===== config.mk =====
export PLATFORM = sky130hd
export DESIGN_NAME = processor
export DESIGN_NICKNAME = d
export VERILOG_FILES = /design/src/rtl/cpu_pkg.sv /design/src/rtl/processor.sv /design/src/rtl/hazard_unit.sv /design/src/rtl/execute_stage.sv /design/src/rtl/decoder.sv /design/src/rtl/fetch_stage.sv /design/src/rtl/alu.sv
export SDC_FILE = /design/constraint.sdc
export NUM_CORES = 1
export LEC_CHECK = 0
export BUFFER_PORTS_ARGS = -buffer_cell sky130_fd_sc_hd__buf_2
export CAP_MARGIN = 20
export CORE_MARGIN = 2
export CORE_UTILIZATION = 60
export CTS_CLUSTER_SIZE = 20
export DETAILED_ROUTE_END_ITERATION = 12
export MAX_ROUTING_LAYER = met4
export PLACE_DENSITY = 0.81
export SETUP_SLACK_MARGIN = 0.5
export SKIP_LAST_GASP = 1
export SLEW_MARGIN = 40
export SYNTH_ARGS = -nofsm -noshare
export SYNTH_HDL_FRONTEND = slang
export SYNTH_HIERARCHICAL = 1
export SYNTH_SLANG_ARGS = --single-unit

===== constraint.sdc =====
create_clock -name clock -period 13.8 [get_ports clock]
set_input_delay 0.69 -clock clock [delete_from_list [all_inputs] [get_ports clock]]
set_output_delay 0.69 -clock clock [all_outputs]
set_load 0.02 [all_outputs]

===== src/rtl/cpu_pkg.sv =====
// Types, encodings and stage structs for the five-stage core; each RTL module imports it
package cpu_pkg;

  typedef logic [31:0] word_t;
  typedef logic [4:0]  reg_addr_t;

  // Major opcode in instruction bits 31..27
  typedef enum logic [4:0] {
    op_alu  = 5'd0,
    op_j    = 5'd1,
    op_bne  = 5'd2,
    op_jal  = 5'd3,
    op_jr   = 5'd4,
    op_addi = 5'd5,
    op_blt  = 5'd6,
    op_sw   = 5'd7,
    op_lw   = 5'd8
  } opcode_t;

  // Function code of register ALU instructions
  typedef enum logic [4:0] {
    alu_add = 5'd0,
    alu_sub = 5'd1,
    alu_and = 5'd2,
    alu_or  = 5'd3,
    alu_sll = 5'd4,
    alu_sra = 5'd5
  } alu_op_t;

  // jal always links here
  localparam reg_addr_t link_reg = 5'd31;

  // Bit positions of the instruction fields
  localparam int op_hi  = 31;
  localparam int op_lo  = 27;
  localparam int rd_hi  = 26;
  localparam int rd_lo  = 22;
  localparam int rs_hi  = 21;
  localparam int rs_lo  = 17;
  localparam int rt_hi  = 16;
  localparam int rt_lo  = 12;
  localparam int sh_hi  = 11;
  localparam int sh_lo  = 7;
  localparam int fn_hi  = 6;
  localparam int fn_lo  = 2;
  localparam int imm_hi = 16;
  localparam int tgt_hi = 26;

  typedef struct packed {
    logic reg_write;
    logic mem_write;
    logic mem_to_reg;
    logic link;
    logic imm_src;
    logic is_bne;
    logic is_blt;
    logic is_jump;
    logic is_jr;
  } ctrl_t;

  // Decode to execute; rs and rt are the numbers read on ports A and B
  typedef struct packed {
    logic      valid;
    ctrl_t     ctrl;
    alu_op_t   alu_op;
    reg_addr_t shamt;
    reg_addr_t rs;
    reg_addr_t rt;
    reg_addr_t rd;
    word_t     a;
    word_t     b;
    word_t     imm;
    word_t     pc1;
    word_t     target;
  } dx_t;

  // Execute to memory; for sw, rd names the data register
  typedef struct packed {
    logic      valid;
    ctrl_t     ctrl;
    reg_addr_t rd;
    word_t     alu_result;
    word_t     store_data;
    word_t     pc1;
  } xm_t;

  typedef struct packed {
    word_t addr;
    word_t wdata;
    logic  write;
  } dmem_req_t;

  typedef struct packed {
    logic      enable;
    reg_addr_t waddr;
    word_t     wdata;
  } rf_write_t;

  typedef enum logic [1:0] {
    fwd_none = 2'd0,
    fwd_mem  = 2'd1,
    fwd_wb   = 2'd2
  } fwd_sel_t;

endpackage

===== src/rtl/processor.sv =====
// Top of the five-stage core; memories and register file are attached outside
`timescale 1ns/100ps
module processor
  import cpu_pkg::*;
#(
  parameter word_t reset_pc = '0
) (
  input  logic      clock,
  input  logic      reset,
  output word_t     imem_addr,
  input  word_t     imem_data,
  output dmem_req_t dmem_req,
  input  word_t     dmem_rdata,
  output reg_addr_t rf_addr_a,
  output reg_addr_t rf_addr_b,
  input  word_t     rf_data_a,
  input  word_t     rf_data_b,
  output rf_write_t rf_write
);

  word_t     fd_instr;
  word_t     fd_pc1;
  logic      fd_valid;
  logic      stall;
  logic      flush;
  logic      redirect;
  word_t     target;
  ctrl_t     dec_ctrl;
  dx_t       dx;
  xm_t       xm;
  fwd_sel_t  fwd_a;
  fwd_sel_t  fwd_b;

  // Memory/writeback register
  logic      mw_valid;
  logic      mw_reg_write;
  logic      mw_mem_to_reg;
  logic      mw_link;
  reg_addr_t mw_rd;
  word_t     mw_alu;
  word_t     mw_load;
  word_t     mw_pc1;

  fetch_stage #(
    .reset_pc (reset_pc)
  ) fetch_i (
    .clock     (clock),
    .reset     (reset),
    .stall     (stall),
    .redirect  (redirect),
    .target    (target),
    .imem_data (imem_data),
    .imem_addr (imem_addr),
    .fd_instr  (fd_instr),
    .fd_pc1    (fd_pc1),
    .fd_valid  (fd_valid)
  );

  decoder decoder_i (
    .clock     (clock),
    .reset     (reset),
    .stall     (stall),
    .flush     (flush),
    .fd_instr  (fd_instr),
    .fd_pc1    (fd_pc1),
    .fd_valid  (fd_valid),
    .rf_data_a (rf_data_a),
    .rf_data_b (rf_data_b),
    .rf_addr_a (rf_addr_a),
    .rf_addr_b (rf_addr_b),
    .dec_ctrl  (dec_ctrl),
    .dx        (dx)
  );

  execute_stage execute_i (
    .clock    (clock),
    .reset    (reset),
    .dx       (dx),
    .fwd_a    (fwd_a),
    .fwd_b    (fwd_b),
    .wb_data  (rf_write.wdata),
    .redirect (redirect),
    .target   (target),
    .xm       (xm)
  );

  hazard_unit hazard_i (
    .rf_addr_a (rf_addr_a),
    .rf_addr_b (rf_addr_b),
    .dec_ctrl  (dec_ctrl),
    .dx        (dx),
    .xm        (xm),
    .rf_write  (rf_write),
    .redirect  (redirect),
    .stall     (stall),
    .flush     (flush),
    .fwd_a     (fwd_a),
    .fwd_b     (fwd_b)
  );

  // Memory stage
  assign dmem_req.addr  = xm.alu_result;
  assign dmem_req.write = xm.valid && xm.ctrl.mem_write;
  // sw right behind a lw picks the loaded value from writeback
  assign dmem_req.wdata = (xm.ctrl.mem_write && rf_write.enable && rf_write.waddr == xm.rd)
                          ? rf_write.wdata : xm.store_data;

  always_ff @(posedge clock) begin
    if (reset) begin
      mw_valid     <= 1'b0;
      mw_reg_write <= 1'b0;
    end else begin
      mw_valid     <= xm.valid;
      mw_reg_write <= xm.ctrl.reg_write;
    end
  end

  always_ff @(posedge clock) begin
    mw_mem_to_reg <= xm.ctrl.mem_to_reg;
    mw_link       <= xm.ctrl.link;
    mw_rd         <= xm.rd;
    mw_alu        <= xm.alu_result;
    mw_load       <= dmem_rdata;
    mw_pc1        <= xm.pc1;
  end

  // Writeback stage
  assign rf_write.enable = mw_valid && mw_reg_write;
  assign rf_write.waddr  = mw_rd;

  // Load data, link address or ALU result
  always_comb begin
    if (mw_mem_to_reg) begin
      rf_write.wdata = mw_load;
    end else if (mw_link) begin
      rf_write.wdata = mw_pc1;
    end else begin
      rf_write.wdata = mw_alu;
    end
  end

endmodule


===== src/rtl/hazard_unit.sv =====
// Hazard detection for the core, giving load-use stall, bypass selects and flush
`timescale 1ns/100ps
module hazard_unit
  import cpu_pkg::*;
(
  input  reg_addr_t rf_addr_a,
  input  reg_addr_t rf_addr_b,
  input  ctrl_t     dec_ctrl,
  input  dx_t       dx,
  input  xm_t       xm,
  input  rf_write_t rf_write,
  input  logic      redirect,
  output logic      stall,
  output logic      flush,
  output fwd_sel_t  fwd_a,
  output fwd_sel_t  fwd_b
);

  logic uses_a;
  logic uses_b;
  logic load_in_ex;

  function automatic fwd_sel_t pick(reg_addr_t src, xm_t xm_s, rf_write_t wb);
    if (src == '0) begin
      return fwd_none;
    end
    // Youngest producer first; a load in memory has no data yet
    if (xm_s.ctrl.reg_write && !xm_s.ctrl.mem_to_reg && xm_s.rd == src) begin
      return fwd_mem;
    end
    if (wb.enable && wb.waddr == src) begin
      return fwd_wb;
    end
    return fwd_none;
  endfunction

  // j and jal read no register
  assign uses_a = !dec_ctrl.is_jump;
  // Port B compare only for ALU ops and branches; sw data gets fixed up in memory
  assign uses_b = !dec_ctrl.imm_src && !dec_ctrl.is_jump && !dec_ctrl.is_jr;

  assign load_in_ex = dx.ctrl.mem_to_reg && dx.ctrl.reg_write;
  assign stall      = load_in_ex && ((uses_a && rf_addr_a == dx.rd)
                                     || (uses_b && rf_addr_b == dx.rd));
  assign flush      = redirect;

  assign fwd_a = pick(dx.rs, xm, rf_write);
  assign fwd_b = pick(dx.rt, xm, rf_write);

  // Stores never write a register, so they must not appear as a bypass source
  always_comb begin
    assert (!(xm.ctrl.mem_write && (fwd_a == fwd_mem || fwd_b == fwd_mem)))
      else $error("memory-stage bypass selected from a store");
  end

endmodule


===== src/rtl/execute_stage.sv =====
// Execute stage with operand bypass, branch and jump resolution and the execute/memory register
`timescale 1ns/100ps
module execute_stage
  import cpu_pkg::*;
(
  input  logic     clock,
  input  logic     reset,
  input  dx_t      dx,
  input  fwd_sel_t fwd_a,
  input  fwd_sel_t fwd_b,
  input  word_t    wb_data,
  output logic     redirect,
  output word_t    target,
  output xm_t      xm
);

  word_t   mem_data;
  word_t   op_a;
  word_t   op_b;
  word_t   alu_b;
  word_t   result;
  alu_op_t op;
  logic    not_equal;
  logic    less_than;
  logic    is_branch;

  function automatic word_t bypass(fwd_sel_t sel, word_t reg_val, word_t mem_val,
                                   word_t wb_val);
    case (sel)
      fwd_mem: return mem_val;
      fwd_wb:  return wb_val;
      default: return reg_val;
    endcase
  endfunction

  // Value the instruction now in memory will write back
  assign mem_data = xm.ctrl.link ? xm.pc1 : xm.alu_result;

  assign op_a      = bypass(fwd_a, dx.a, mem_data, wb_data);
  assign op_b      = bypass(fwd_b, dx.b, mem_data, wb_data);
  assign alu_b     = dx.ctrl.imm_src ? dx.imm : op_b;
  assign is_branch = dx.ctrl.is_bne || dx.ctrl.is_blt;

  // Branches subtract for the flags; addi, lw and sw add the immediate
  always_comb begin
    if (is_branch) begin
      op = alu_sub;
    end else if (dx.ctrl.imm_src) begin
      op = alu_add;
    end else begin
      op = dx.alu_op;
    end
  end

  alu alu_i (
    .a         (op_a),
    .b         (alu_b),
    .op        (op),
    .shamt     (dx.shamt),
    .result    (result),
    .not_equal (not_equal),
    .less_than (less_than)
  );

  // Bubbles carry zero controls, so they never redirect
  assign redirect = (dx.ctrl.is_bne && not_equal) || (dx.ctrl.is_blt && less_than)
                    || dx.ctrl.is_jump || dx.ctrl.is_jr;

  always_comb begin
    if (dx.ctrl.is_jr) begin
      target = op_a;
    end else if (dx.ctrl.is_jump) begin
      target = dx.target;
    end else begin
      target = dx.pc1 + dx.imm;
    end
  end

  always_ff @(posedge clock) begin
    if (reset) begin
      xm.valid <= 1'b0;
      xm.ctrl  <= '0;
    end else begin
      xm.valid <= dx.valid;
      xm.ctrl  <= dx.ctrl;
    end
  end

  // Store data leaves with the bypassed port B value
  always_ff @(posedge clock) begin
    xm.rd         <= dx.rd;
    xm.alu_result <= result;
    xm.store_data <= op_b;
    xm.pc1        <= dx.pc1;
  end

  // Squashed slots must have been cleared by decode
  ex_redirect_valid: assert property (@(posedge clock) disable iff (reset)
    redirect |-> dx.valid)
    else $error("redirect raised by a bubble");

endmodule


===== src/rtl/decoder.sv =====
// Decode stage turning the fetched word into controls and operands, used by the processor top
`timescale 1ns/100ps
module decoder
  import cpu_pkg::*;
(
  input  logic      clock,
  input  logic      reset,
  input  logic      stall,
  input  logic      flush,
  input  word_t     fd_instr,
  input  word_t     fd_pc1,
  input  logic      fd_valid,
  input  word_t     rf_data_a,
  input  word_t     rf_data_b,
  output reg_addr_t rf_addr_a,
  output reg_addr_t rf_addr_b,
  output ctrl_t     dec_ctrl,
  output dx_t       dx
);

  opcode_t   opcode;
  reg_addr_t f_rd;
  reg_addr_t f_rs;
  reg_addr_t f_rt;
  reg_addr_t dest;
  word_t     imm;
  logic      writes;
  logic      is_branch;

  assign opcode = opcode_t'(fd_instr[op_hi:op_lo]);
  assign f_rd   = fd_instr[rd_hi:rd_lo];
  assign f_rs   = fd_instr[rs_hi:rs_lo];
  assign f_rt   = fd_instr[rt_hi:rt_lo];
  assign imm    = {{15{fd_instr[imm_hi]}}, fd_instr[imm_hi:0]};
  assign dest   = (opcode == op_jal) ? link_reg : f_rd;

  // Branches compare rd against rs; jr jumps through rd; sw stores rd
  assign is_branch = (opcode == op_bne) || (opcode == op_blt);
  assign rf_addr_a = (is_branch || opcode == op_jr) ? f_rd : f_rs;
  assign rf_addr_b = (opcode == op_sw) ? f_rd : (is_branch ? f_rs : f_rt);

  // Invalid slot decodes to all-zero controls
  always_comb begin
    dec_ctrl = '0;
    writes   = 1'b0;
    if (fd_valid) begin
      case (opcode)
        op_alu:  writes = 1'b1;
        op_addi: begin
          writes           = 1'b1;
          dec_ctrl.imm_src = 1'b1;
        end
        op_lw: begin
          writes              = 1'b1;
          dec_ctrl.mem_to_reg = 1'b1;
          dec_ctrl.imm_src    = 1'b1;
        end
        op_sw: begin
          dec_ctrl.mem_write = 1'b1;
          dec_ctrl.imm_src   = 1'b1;
        end
        op_bne: dec_ctrl.is_bne = 1'b1;
        op_blt: dec_ctrl.is_blt = 1'b1;
        op_j:   dec_ctrl.is_jump = 1'b1;
        op_jal: begin
          writes           = 1'b1;
          dec_ctrl.link    = 1'b1;
          dec_ctrl.is_jump = 1'b1;
        end
        op_jr:   dec_ctrl.is_jr = 1'b1;
        default: writes = 1'b0;
      endcase
    end
    // r0 stays zero
    dec_ctrl.reg_write = writes && (dest != '0);
  end

  // Stall and flush both leave a bubble in execute
  always_ff @(posedge clock) begin
    if (reset || stall || flush) begin
      dx.valid <= 1'b0;
      dx.ctrl  <= '0;
    end else begin
      dx.valid <= fd_valid;
      dx.ctrl  <= dec_ctrl;
    end
  end

  always_ff @(posedge clock) begin
    dx.alu_op <= alu_op_t'(fd_instr[fn_hi:fn_lo]);
    dx.shamt  <= fd_instr[sh_hi:sh_lo];
    dx.rs     <= rf_addr_a;
    dx.rt     <= rf_addr_b;
    dx.rd     <= dest;
    dx.a      <= rf_data_a;
    dx.b      <= rf_data_b;
    dx.imm    <= imm;
    dx.pc1    <= fd_pc1;
    dx.target <= {5'b0, fd_instr[tgt_hi:0]};
  end

  // Bypass compares in execute rely on r0 never being a live destination
  dx_no_r0_write: assert property (@(posedge clock) disable iff (reset)
    dx.ctrl.reg_write |-> dx.rd != '0)
    else $error("decode issued a register write to r0");

endmodule


===== src/rtl/fetch_stage.sv =====
// Fetch stage with the program counter and the fetch/decode register, used by the processor top
`timescale 1ns/100ps
module fetch_stage
  import cpu_pkg::*;
#(
  parameter word_t reset_pc = '0
) (
  input  logic  clock,
  input  logic  reset,
  input  logic  stall,
  input  logic  redirect,
  input  word_t target,
  input  word_t imem_data,
  output word_t imem_addr,
  output word_t fd_instr,
  output word_t fd_pc1,
  output logic  fd_valid
);

  word_t pc;
  word_t pc1;
  word_t pc_next;

  // Word addressed memory, so sequential fetch steps by one
  assign pc1       = pc + 32'd1;
  assign imem_addr = pc;

  // Redirect outranks the load-use hold
  always_comb begin
    if (redirect) begin
      pc_next = target;
    end else if (stall) begin
      pc_next = pc;
    end else begin
      pc_next = pc1;
    end
  end

  always_ff @(posedge clock) begin
    if (reset) begin
      pc <= reset_pc;
    end else begin
      pc <= pc_next;
    end
  end

  // Squashed slot decodes as an all-zero word with valid clear
  always_ff @(posedge clock) begin
    if (reset || redirect) begin
      fd_valid <= 1'b0;
      fd_instr <= '0;
    end else if (!stall) begin
      fd_valid <= 1'b1;
      fd_instr <= imem_data;
      fd_pc1   <= pc1;
    end
  end

endmodule


===== src/rtl/alu.sv =====
// Combinational ALU for the execute stage, also producing the branch compare flags
`timescale 1ns/100ps
module alu
  import cpu_pkg::*;
(
  input  word_t     a,
  input  word_t     b,
  input  alu_op_t   op,
  input  reg_addr_t shamt,
  output word_t     result,
  output logic      not_equal,
  output logic      less_than
);

  word_t diff;

  assign diff = a - b;

  always_comb begin
    case (op)
      alu_add: result = a + b;
      alu_sub: result = diff;
      alu_and: result = a & b;
      alu_or:  result = a | b;
      alu_sll: result = a << shamt;
      alu_sra: result = word_t'($signed(a) >>> shamt);
      default: result = '0;
    endcase
  end

  // Signed compare from the difference; on mixed signs the sign of a decides
  assign less_than = (a[31] ^ b[31]) ? a[31] : diff[31];
  assign not_equal = |diff;

endmodule


* Word-level counts from Yosys, hierarchy flattened
Index checks and enable logic that the tools add are counted.
** Word-level totals
- Bits in writable memories :: 0
- Output and inout bits :: 145
- Flip-flop bits (word level) :: 483
- Memories :: 0
- Word-level logic and storage cells :: 175
- Memory bits (read-only) :: 0
- Bits in latches :: 0
- Bits of input ports :: 130
** Cells by class
- $lt $le $gt $ge :: 0
- Shifts and indexed selects :: 2
- $add $sub $neg :: 4
- Divide/modulo/power cells :: 0
- Multiply operators :: 0
- Equality and inequality tests :: 25
- Bitwise operators :: 6
- Reduce and logical (&&, ||, !) cells :: 43
- Muxes and demuxes :: 54
** Operators with widths (number)
- 32-bit 2-to-1 mux :: 9
- 32-bit one-hot mux with 6 select lines :: 1
- 32-bit one-hot mux with 2 select lines :: 2
- 32-bit adder :: 2
- 5-bit == test :: 7
- 5-bit 2-to-1 mux :: 7
- 32-bit by 1-bit adder with 32-bit output (second input constant) :: 1
- 32-bit bitwise AND :: 1
- 32-bit bitwise OR :: 1
- 32-bit OR reduction :: 1
- 32-bit by 5-bit << shifter with 32-bit output :: 1
- 32-bit by 5-bit >>> shifter with 32-bit output :: 1
- 32-bit subtractor :: 1
- 5-bit by 3-bit == test with 1-bit output (second input constant) :: 6
- 2-bit 2-to-1 mux :: 12
- 1-bit 2-to-1 mux :: 23
- 5-bit by 2-bit == test with 1-bit output (second input constant) :: 4
- 5-bit zero test :: 4
- 1-bit logical AND :: 18
- 5-bit by 1-bit == test with 1-bit output (second input constant) :: 2
- 1-bit logical OR :: 10
- 5-bit by 4-bit == test with 1-bit output (second input constant) :: 1
- 5-bit nonzero test :: 1
- 2-bit by 1-bit == test with 1-bit output (second input constant) :: 2
- 9 further kinds :: 16

* Logic depth before layout (Yosys ltp)
Gate-level depths: netlist of run 1.
- Depth after elaboration :: 22
- Mapped depth :: 40
- Gate-level depth less buffers :: 36

* By module
The synthesis of run 1 kept the hierarchy.
** Modules (own cells, without submodules)
- alu :: cells an instance 1275, instances 1, area an instance 8431.8 µm², sequential area each 0.0 µm²
- execute_stage :: cells an instance 790, instances 1, area an instance 6745.2 µm², sequential area each 2222.1 µm²
- fetch_stage :: cells an instance 480, instances 1, area an instance 4670.7 µm², sequential area each 2262.2 µm²
- decoder :: cells an instance 261, instances 1, area an instance 3809.9 µm², sequential area each 2962.8 µm²
- processor :: cells an instance 258, instances 1, area an instance 3244.4 µm², sequential area each 2102.0 µm²
- hazard_unit :: cells an instance 54, instances 1, area an instance 439.2 µm², sequential area each 0.0 µm²

* Least setup slack after synthesis of run 1
Ideal clock, no wire load.
- Path kind :: reg2reg
- From :: register, netlist name decoder_i/dx[171]
- To :: register fetch_i.fd_pc1[0], enable pin
- Cell stages (with the launch flop) :: 37
- Clock period less this slack :: 10.233 ns
- Required time :: 13.391 ns
- Path buffers :: 5
- Library setup time :: 0.409 ns
- Arrival :: 9.824 ns
- Setup slack :: 3.567 ns
- Cells stage by stage :: dfxtp_1 > or4_4 > nor2_4 > nor2_1 > inv_1 > ha_1 > clkbuf_1 > clkbuf_1 > a22oi_1 > o21ai_0 > inv_1 > ha_1 > buf_6 > inv_1 > o221ai_1 > a311o_1 > a22o_1 > o21ai_1 > a2111o_1 > nand2_1 > o21bai_1 > a21oi_1 > fa_1 > nand3b_1 > a221oi_1 > o211ai_1 > nor4_1 > nand4_1 > or4_1 > or4_1 > or4_1 > or4_1 > a221o_1 > or3_1 > clkbuf_1 > inv_1 > clkbuf_1
** On the way
- Cells in the longest elaborated chain, start to end :: 19
- Elaborated cells between the ends (all ways) :: 31
- Those cells by class :: 1 x add/sub; 4 x eq/ne; 13 x mux; 2 x bitwise; 11 x reduce/logical
** Ends and longest elaborated chain
- 5-bit == test :: RTL line hazard_unit.sv:31 : if (wb.enable && wb.waddr == src) begin
- 1-bit logical AND :: RTL line hazard_unit.sv:31
- 1-bit 2-to-1 mux (2 in series) :: RTL line hazard_unit.sv:31
- 1-bit 2-to-1 mux :: RTL line hazard_unit.sv:28 : if (xm_s.ctrl.reg_write && !xm_s.ctrl.mem_to_reg && xm_s.rd == src) begin
- 2-bit 2-to-1 mux :: RTL line hazard_unit.sv:34 : return fwd_none;
- 2-bit 2-to-1 mux :: RTL line hazard_unit.sv:31
- 2-bit 2-to-1 mux (*) :: RTL line hazard_unit.sv:28
- named net fwd_a[0] :: RTL line processor.sv:31 : fwd_sel_t fwd_a;
- [... 2 more ...]
- named net execute_i.op_a[6] :: RTL line execute_stage.sv:18 : word_t op_a;
- [... 2 more ...]
- named net execute_i.not_equal :: RTL line execute_stage.sv:23 : logic not_equal;
- 1-bit logical AND (*) :: RTL line execute_stage.sv:66 : assign redirect = (dx.ctrl.is_bne && not_equal) || (dx.ctrl.is_blt && less_than)
- 1-bit logical OR (*) :: RTL line execute_stage.sv:66
- 1-bit logical OR (*) (2 in series) :: RTL line execute_stage.sv:67 : || dx.ctrl.is_jump || dx.ctrl.is_jr;
- named net redirect :: RTL line processor.sv:26 : logic redirect;
- 1-bit logical OR (*) :: RTL line fetch_stage.sv:49 : if (reset || redirect) begin
- 1-bit inverter (no source line) (*)
- 2-bit AND reduction (no source line) (*)
- end signal: assignment :: RTL line fetch_stage.sv:55 : fd_pc1 <= pc1;
- end: declaration :: RTL line fetch_stage.sv:16 : output word_t fd_pc1,
Mark *: on every way through the listed nets, which the timed path passes. The rest lies on a longest branch. The select of a mux whose other input is x is not followed.
A chain may end at the register's enable or synchronous reset.

* Worst setup path in the final report of run 1
- From :: register, netlist name execute_i/xm[100]
- To :: register fetch_i.pc[31] (netlist: fetch_i/imem_addr[31])
** On the way
- Cells in the longest elaborated chain, start to end :: 17
- Elaborated cells between the ends (all ways) :: 37
- Those cells by class :: 1 x add/sub; 7 x eq/ne; 20 x mux; 1 x bitwise; 8 x reduce/logical
** Ends and longest elaborated chain
- 5-bit == test (*) :: RTL line hazard_unit.sv:28
- 1-bit logical AND (*) :: RTL line hazard_unit.sv:28
- 2-bit 2-to-1 mux :: RTL line hazard_unit.sv:28
- 2-bit 2-to-1 mux :: RTL line hazard_unit.sv:31
- 2-bit 2-to-1 mux :: RTL line hazard_unit.sv:34
- 2-bit 2-to-1 mux (*) :: RTL line hazard_unit.sv:31
- 2-bit 2-to-1 mux (*) :: RTL line hazard_unit.sv:28
- named net fwd_b[0] :: RTL line processor.sv:32 : fwd_sel_t fwd_b;
- [... 2 more ...]
- named net execute_i.op_b[9] :: RTL line execute_stage.sv:19 : word_t op_b;
- [... 1 more ...]
- named net execute_i.alu_b[9] :: RTL line execute_stage.sv:20 : word_t alu_b;
- 32-bit subtractor (*) :: RTL line alu.sv:17 : assign diff = a - b;
- 32-bit OR reduction (*) :: RTL line alu.sv:33 : assign not_equal = |diff;
- named net execute_i.not_equal :: RTL line execute_stage.sv:23
- 1-bit logical AND (*) :: RTL line execute_stage.sv:66
- 1-bit logical OR (*) :: RTL line execute_stage.sv:66
- 1-bit logical OR (*) (2 in series) :: RTL line execute_stage.sv:67
- named net redirect :: RTL line processor.sv:26
- 2-bit != test (no source line) or 32-bit 2-to-1 mux (tied branches)
- end signal: assignment :: RTL line fetch_stage.sv:41 : pc <= reset_pc;
- end signal: assignment :: RTL line fetch_stage.sv:43 : pc <= pc_next;
- end: declaration :: RTL line fetch_stage.sv:20 : word_t pc;
Marked as above.

==> results of run 1 <==
## per-stage QoR
step | power, W | area (µm²)
finish | 0.00396 | 30200
global route | 0.00407 | 30200
CTS | 0.00391 | 30200
detailed placement | 0.00260 | 28600
global placement | 0.00259 | 28600
floorplan | 0.00223 | 27200
## worst max-delay path by stage
stage,startpoint,endpoint,slack [ps],depth (start not counted)
final,execute_i/xm[100],fetch_i/imem_addr[31],2310,38
after global routing,execute_i/xm[100],fetch_i/imem_addr[22],1790,36
after CTS,execute_i/xm[98],fetch_i/imem_addr[31],2510,36
after detailed placement,execute_i/xm[98],fetch_i/imem_addr[31],2620,36
after global placement,execute_i/xm[99],fetch_i/imem_addr[31],3030,36
after floorplan,decoder_i/dx[171],fetch_i/fd_pc1[0],3570,36
## power by group
group	internal (W)	total (W)	switching (W)	leakage (nW)
Sequential	0.00146	0.00159	0.000128	3.87
Clock	0.000748	0.00132	0.000573	0.787
Combinational	0.000359	0.00105	0.000688	8.11
Total	0.00257	0.00396	0.00139	12.8
## worst reg2reg max path: cells and delay by family, from the launching register on
kind	cells	cell delay (ps)
AND/OR/NAND/NOR	15	4540
AO/OA/AOI/OAI	12	3460
buffers and inverters	6	1540
adder cells (fa/ha/maj)	3	980
multiplexers	1	390
flip-flops	1	350
XOR/XNOR	1	190
## layer usage
metal / wire length [µm] / global-route usage (%) / vias to the layer above
met5: 0 / - / -
met4: 8460 / 27.6 / 0
met3: 12500 / 10.1 / 469
met2: 46600 / 70.0 / 2058
met1: 42200 / 58.4 / 12325
li1: - / - / 11414
## final cells by class
cell class | count | area (µm²)
tap | 592 | 741
clock buffer | 57 | 1240
clock inverter | 28 | 347
sequential | 456 | 9460
inverter | 122 | 460
fill | 3510 | 14300
antenna | 4 | 10.0
multi-input combinational | 2283 | 16100
timing repair buffer | 332 | 1810
==> summary.md, run 1 <==
| Metric | Value |
|---|---|
| Status | finished clean |
| Total number of vias | 26266 |
| Via/cell ratio | 6.78 |
| Total track usage | 46.8% |
| Post-CTS Resized | 0 |
| Nets | 3515 |
| Reg2reg setup slack | 2310 ps |
| Max clock buf depth | 3 |
| Post-place setup slack | 2620 ps |
| Syn-to-layout area delta | 11.1% |
| Worst path most repeated cell | or4_1 |
| CP Max Fanout | 64 |
| Rows | 77 |
| Drt wl/cell | 28.3 µm |
| CP endpoint kind | register |
| CP top delay family | simple AND/OR/NAND/NOR gates |
| Setup Fix Bufs, Post-CTS | 0 |
| Clock Skew | 25.7 ps |
| Largest net degree at the start of global routing | 67 |
| Most frequent cells in the layout | dfxtp_1, buf_2, nor2_1 |
| Crit Reg-Reg Endpoint | fetch_i/imem_addr[31] |
| Mapped cell area | 27200 µm² |
| Die X | 217 µm |
| Synth warn | 6 |
| # Max-Cap Violations | 0 |
| WP buf/inv | 6 |
| Max_slew headroom | 41.2% |
| Most common cell after layout, fill and taps aside | dfxtp_1 |
| CTS tree | built |
| Hold_buf cts | 0 |
| Root buf cell | clkbuf_16 |
| Final hold violation count | 0 |
| Die Area | 47000 µm² |
| Worst skew pair latency | 610 ps |
| Die extent in y | 217 µm |
| Worst Path Required | 14340 ps |
| H-tree level count | 2 |
| Remaining Overflow, GRT | 0 |
| Crit Path Class | reg2reg |
| Worst Max-Slew Pin Slew | 872 ps |
| Maximum vdd drop | 0.000122 V |
| CTS Sinks | 456 |
| Clk slew on worst S/H paths | 70 ps |
| Worst hold margin | 181 ps |
| First-pass GRT wire length | 162000 µm |
| Pwr/cell area | 131 nW/µm² |
| Fmax | 87.0 MHz |
| CTS buffer count | 46 |
| Hold_sp | rf_data_a[16] |
| Vias in the first global route | 24920 |
| Biggest regs | decoder_i/dx x148, execute_i/xm x106 |
| Hold Path End | decoder_i/dx[144] |
| Total iterations of the first detailed-routing run | 6 |
| Post-Synthesis Cells | 3102 |
| Post-DP HPWL | 82400 µm |
| Syn Area/Cell | 8.76 µm² |
| Routed wire length | 110000 µm |
| Starting Density | 61.1% |
| Unrepaired setup endpoints after global routing | false |
| R2R depth | 38 |
| Startpoint Class | register |
| Crit share post-route | 83.3% |
| CP max stage delay | 750 ps |
| Boundary pin count | 275 |
| Largest Register | decoder_i/dx |
| Final Util | 67.8% |
| Final non-filler cell total | 3874 |
| Antenna violations before repair | 3 |
| Placed Cells | 3785 |
| Initial DRC count | 3605 |
| Hold Path Stages | 1 |
| RR Startpoint | execute_i/xm[100] |
| Routability cong. | 1.12 |
| Worst Hold Class | in2reg |
| Final worst setup slack | 2310 ps |
| Core area | 44500 µm² |
| Pleak | 12.8 nW |
| DRC viols | 0 |
| Share of cells above drive strength 1 | 17.9% |
| Final setup violating endpoints | 0 |
| Max reg flops | 148 |
| Post-route ant nets | 0 |
| Port Buf Inserts | 274 |
| Max-slew violation count | 0 |
| Post-route setup TNS | 0 ps |
| CP max stage cell | a211oi_1 |
| Data arrival time of the worst path | 12030 ps |
| Minimum clock period | 11490 ps |
Note: power is estimated with default switching activity, not from simulation.
==> run 2: changes to the inputs <==
--- a/config.mk
+++ b/config.mk
@@ -8,11 +8,11 @@
 export BUFFER_PORTS_ARGS = -buffer_cell sky130_fd_sc_hd__buf_2
 export CAP_MARGIN = 20
 export CORE_MARGIN = 2
-export CORE_UTILIZATION = 60
+export CORE_UTILIZATION = 54
 export CTS_CLUSTER_SIZE = 20
 export DETAILED_ROUTE_END_ITERATION = 12
 export MAX_ROUTING_LAYER = met4
-export PLACE_DENSITY = 0.81
+export PLACE_DENSITY = 0.77
 export SETUP_SLACK_MARGIN = 0.5
 export SKIP_LAST_GASP = 1
 export SLEW_MARGIN = 40
==> constraint.sdc (replaced) <==
create_clock -name clock -period 10.3 [get_ports clock]
set_input_delay 0.515 -clock clock [delete_from_list [all_inputs] [get_ports clock]]
set_output_delay 0.515 -clock clock [all_outputs]
set_load 0.02 [all_outputs]
==> summary.md, run 2 (same netlist as run 1, synthesis figures left out) <==
| Metric | Value |
|---|---|
| Status | finished clean |
| Largest Register | decoder_i/dx |
| Switching Share | 35.0% |
| Nets | 3568 |
| Worst Path Required | 10840 ps |
| CP endpoint kind | register |
| # Max-Cap Violations | 0 |
| Max-slew violation count | 0 |
| Data arrival time of the worst path | 10030 ps |
| Most frequent cells in the layout | dfxtp_1, buf_2, nor2_1 |
| CP Max Fanout | 22 |
| Die X | 228 µm |
| Max reg flops | 148 |
| Fmax | 105 MHz |
| Core area | 50000 µm² |
| Hold Path Stages | 1 |
| Starting Density | 54.4% |
| Drt wl/cell | 27.4 µm |
| First-pass GRT wire length | 160000 µm |
| Filler Cells Inserted | 4293 |
| Root buf cell | clkbuf_16 |
| Final hold violation count | 0 |
| Startpoint Class | register |
| Initial DRC count | 3441 |
| CP max stage delay | 560 ps |
| Total track usage | 41.8% |
| Worst hold margin | 23.5 ps |
| Crit Path Class | reg2reg |
| Largest net degree at the start of global routing | 84 |
| Total number of vias | 25763 |
| Clock Skew | 42.0 ps |
| Clock power share | 32.3% |
| Maximum vdd drop | 0.000149 V |
| Routability cong. | 1.10 |
| Rows | 82 |
| Most common cell after layout, fill and taps aside | dfxtp_1 |
| Vias in the first global route | 24494 |
| Pleak | 13.0 nW |
| Total iterations of the first detailed-routing run | 6 |
| H-tree level count | 2 |
| Post-route ant nets | 0 |
| Die Area | 52100 µm² |
| Via/cell ratio | 6.43 |
| Post-DP HPWL | 86100 µm |
| Biggest regs | decoder_i/dx x148, execute_i/xm x106 |
| R2R depth | 36 |
| CP top delay family | simple AND/OR/NAND/NOR gates |
| Worst Max-Slew Pin Slew | 845 ps |
| Unrepaired setup endpoints after global routing | true |
| Internal power | 0.00342 W |
| CTS Sinks | 456 |
| Final Util | 61.8% |
| Worst skew pair latency | 610 ps |
| Worst Hold Class | in2reg |
| Combinational Power Share | 27.1% |
| Antenna violations before repair | 3 |
| Port Buf Inserts | 274 |
| DRC viols | 0 |
| Stages on the worst setup path | 36 |
| Routed wire length | 110000 µm |
| Crit share post-route | 92.2% |
| Boundary pin count | 275 |
| WP buf/inv | 5 |
| CP max stage cell | or4_4 |
| Syn-to-layout area delta | 13.5% |
| Pwr/cell area | 170 nW/µm² |
| CTS tree | built |
| Share of cells above drive strength 1 | 19.3% |
| Max clock buf depth | 3 |
| Sequential share of power | 40.6% |
| Remaining Overflow, GRT | 0 |
| Minimum clock period | 9490 ps |
| Max_slew headroom | 43.7% |
| NetSw | 0.00184 W |
| Die extent in y | 228 µm |
| Final setup violating endpoints | 0 |
| Clk slew on worst S/H paths | 60 ps |
| CTS buffer count | 47 |
## run 2: worst paths after layout
kind | start | end | slack [ps]
worst max-delay path | decoder_i/dx[167] | fetch_i/imem_addr[31] | 810
worst min-delay path | rf_data_b[5] | decoder_i/dx[101] | 20
worst max register to register | decoder_i/dx[167] | fetch_i/imem_addr[31] | 810
worst min register to register | fetch_i/fd_instr[10] | decoder_i/dx[74] | 330
## run 2: power groups by stage
stage / Combinational (W) / Sequential (W) / Clock (W)
after floorplan: 0.000865 / 0.00212 / 0
after global placement: 0.00136 / 0.00216 / 0
after detailed placement: 0.00136 / 0.00216 / 0
after CTS: 0.00138 / 0.00213 / 0.00171
after global routing: 0.00150 / 0.00214 / 0.00178
final: 0.00143 / 0.00213 / 0.00170
## run 2: through the flow
step	cell area (µm²)	cells	total power [W]	setup slack [ps]	TNS, ps
final	30900	4008	0.00526	806	0
after global routing	30900	4007	0.00543	471	0
after CTS	30700	4002	0.00521	521	0
after detailed placement	29000	3903	0.00352	-86.2	-1030
after global placement	29000	3903	0.00352	432	0
after floorplan	27200	3106	0.00299	632	0
## run 2: worst register-to-register path, delay by kind of cell, from the launching register on
| kind | cells | cell delay (ps) |
|---|---|---|
| buffers and inverters | 5 | 820 |
| DFF | 1 | 350 |
| adders and majority gates | 3 | 1130 |
| and+or+nand+nor | 14 | 4290 |
| muxes | 1 | 220 |
| AOI/OAI and AO/OA | 13 | 2640 |
## run 2: what timing repair did
action | 4_1_cts | 5_1_grt
endpoints found under the hold margin | 11 | 0
setup buffers | 0 | 3
resized for setup | 15 | 35
pin swaps | 1 | 3
hold buffers | 11 | 0
setup endpoints to repair | 105 | 106
## run 2: final cells by class
| class | instances | area (µm²) | area share [%] |
|---|---|---|---|
| Timing Repair Buffer | 384 | 2270 | 7.36 |
| Clock inverter | 20 | 200 | 0.649 |
| Antenna cell | 3 | 7.51 | 0.0243 |
| Multi-Input combinational cell | 2283 | 16300 | 52.7 |
| Sequential cell | 456 | 9460 | 30.7 |
| Inverter | 122 | 460 | 1.49 |
| Clock buffer | 68 | 1360 | 4.40 |
| Tap cell | 672 | 841 | 2.72 |
## run 2: per-layer routing
layer	routed length [µm]	GRT usage, %	vias up
met5	0	-	-
met1	44300	53.2	12196
met4	6990	22.2	0
met2	47600	62.7	1711
met3	11100	8.40	328
li1	-	-	11528
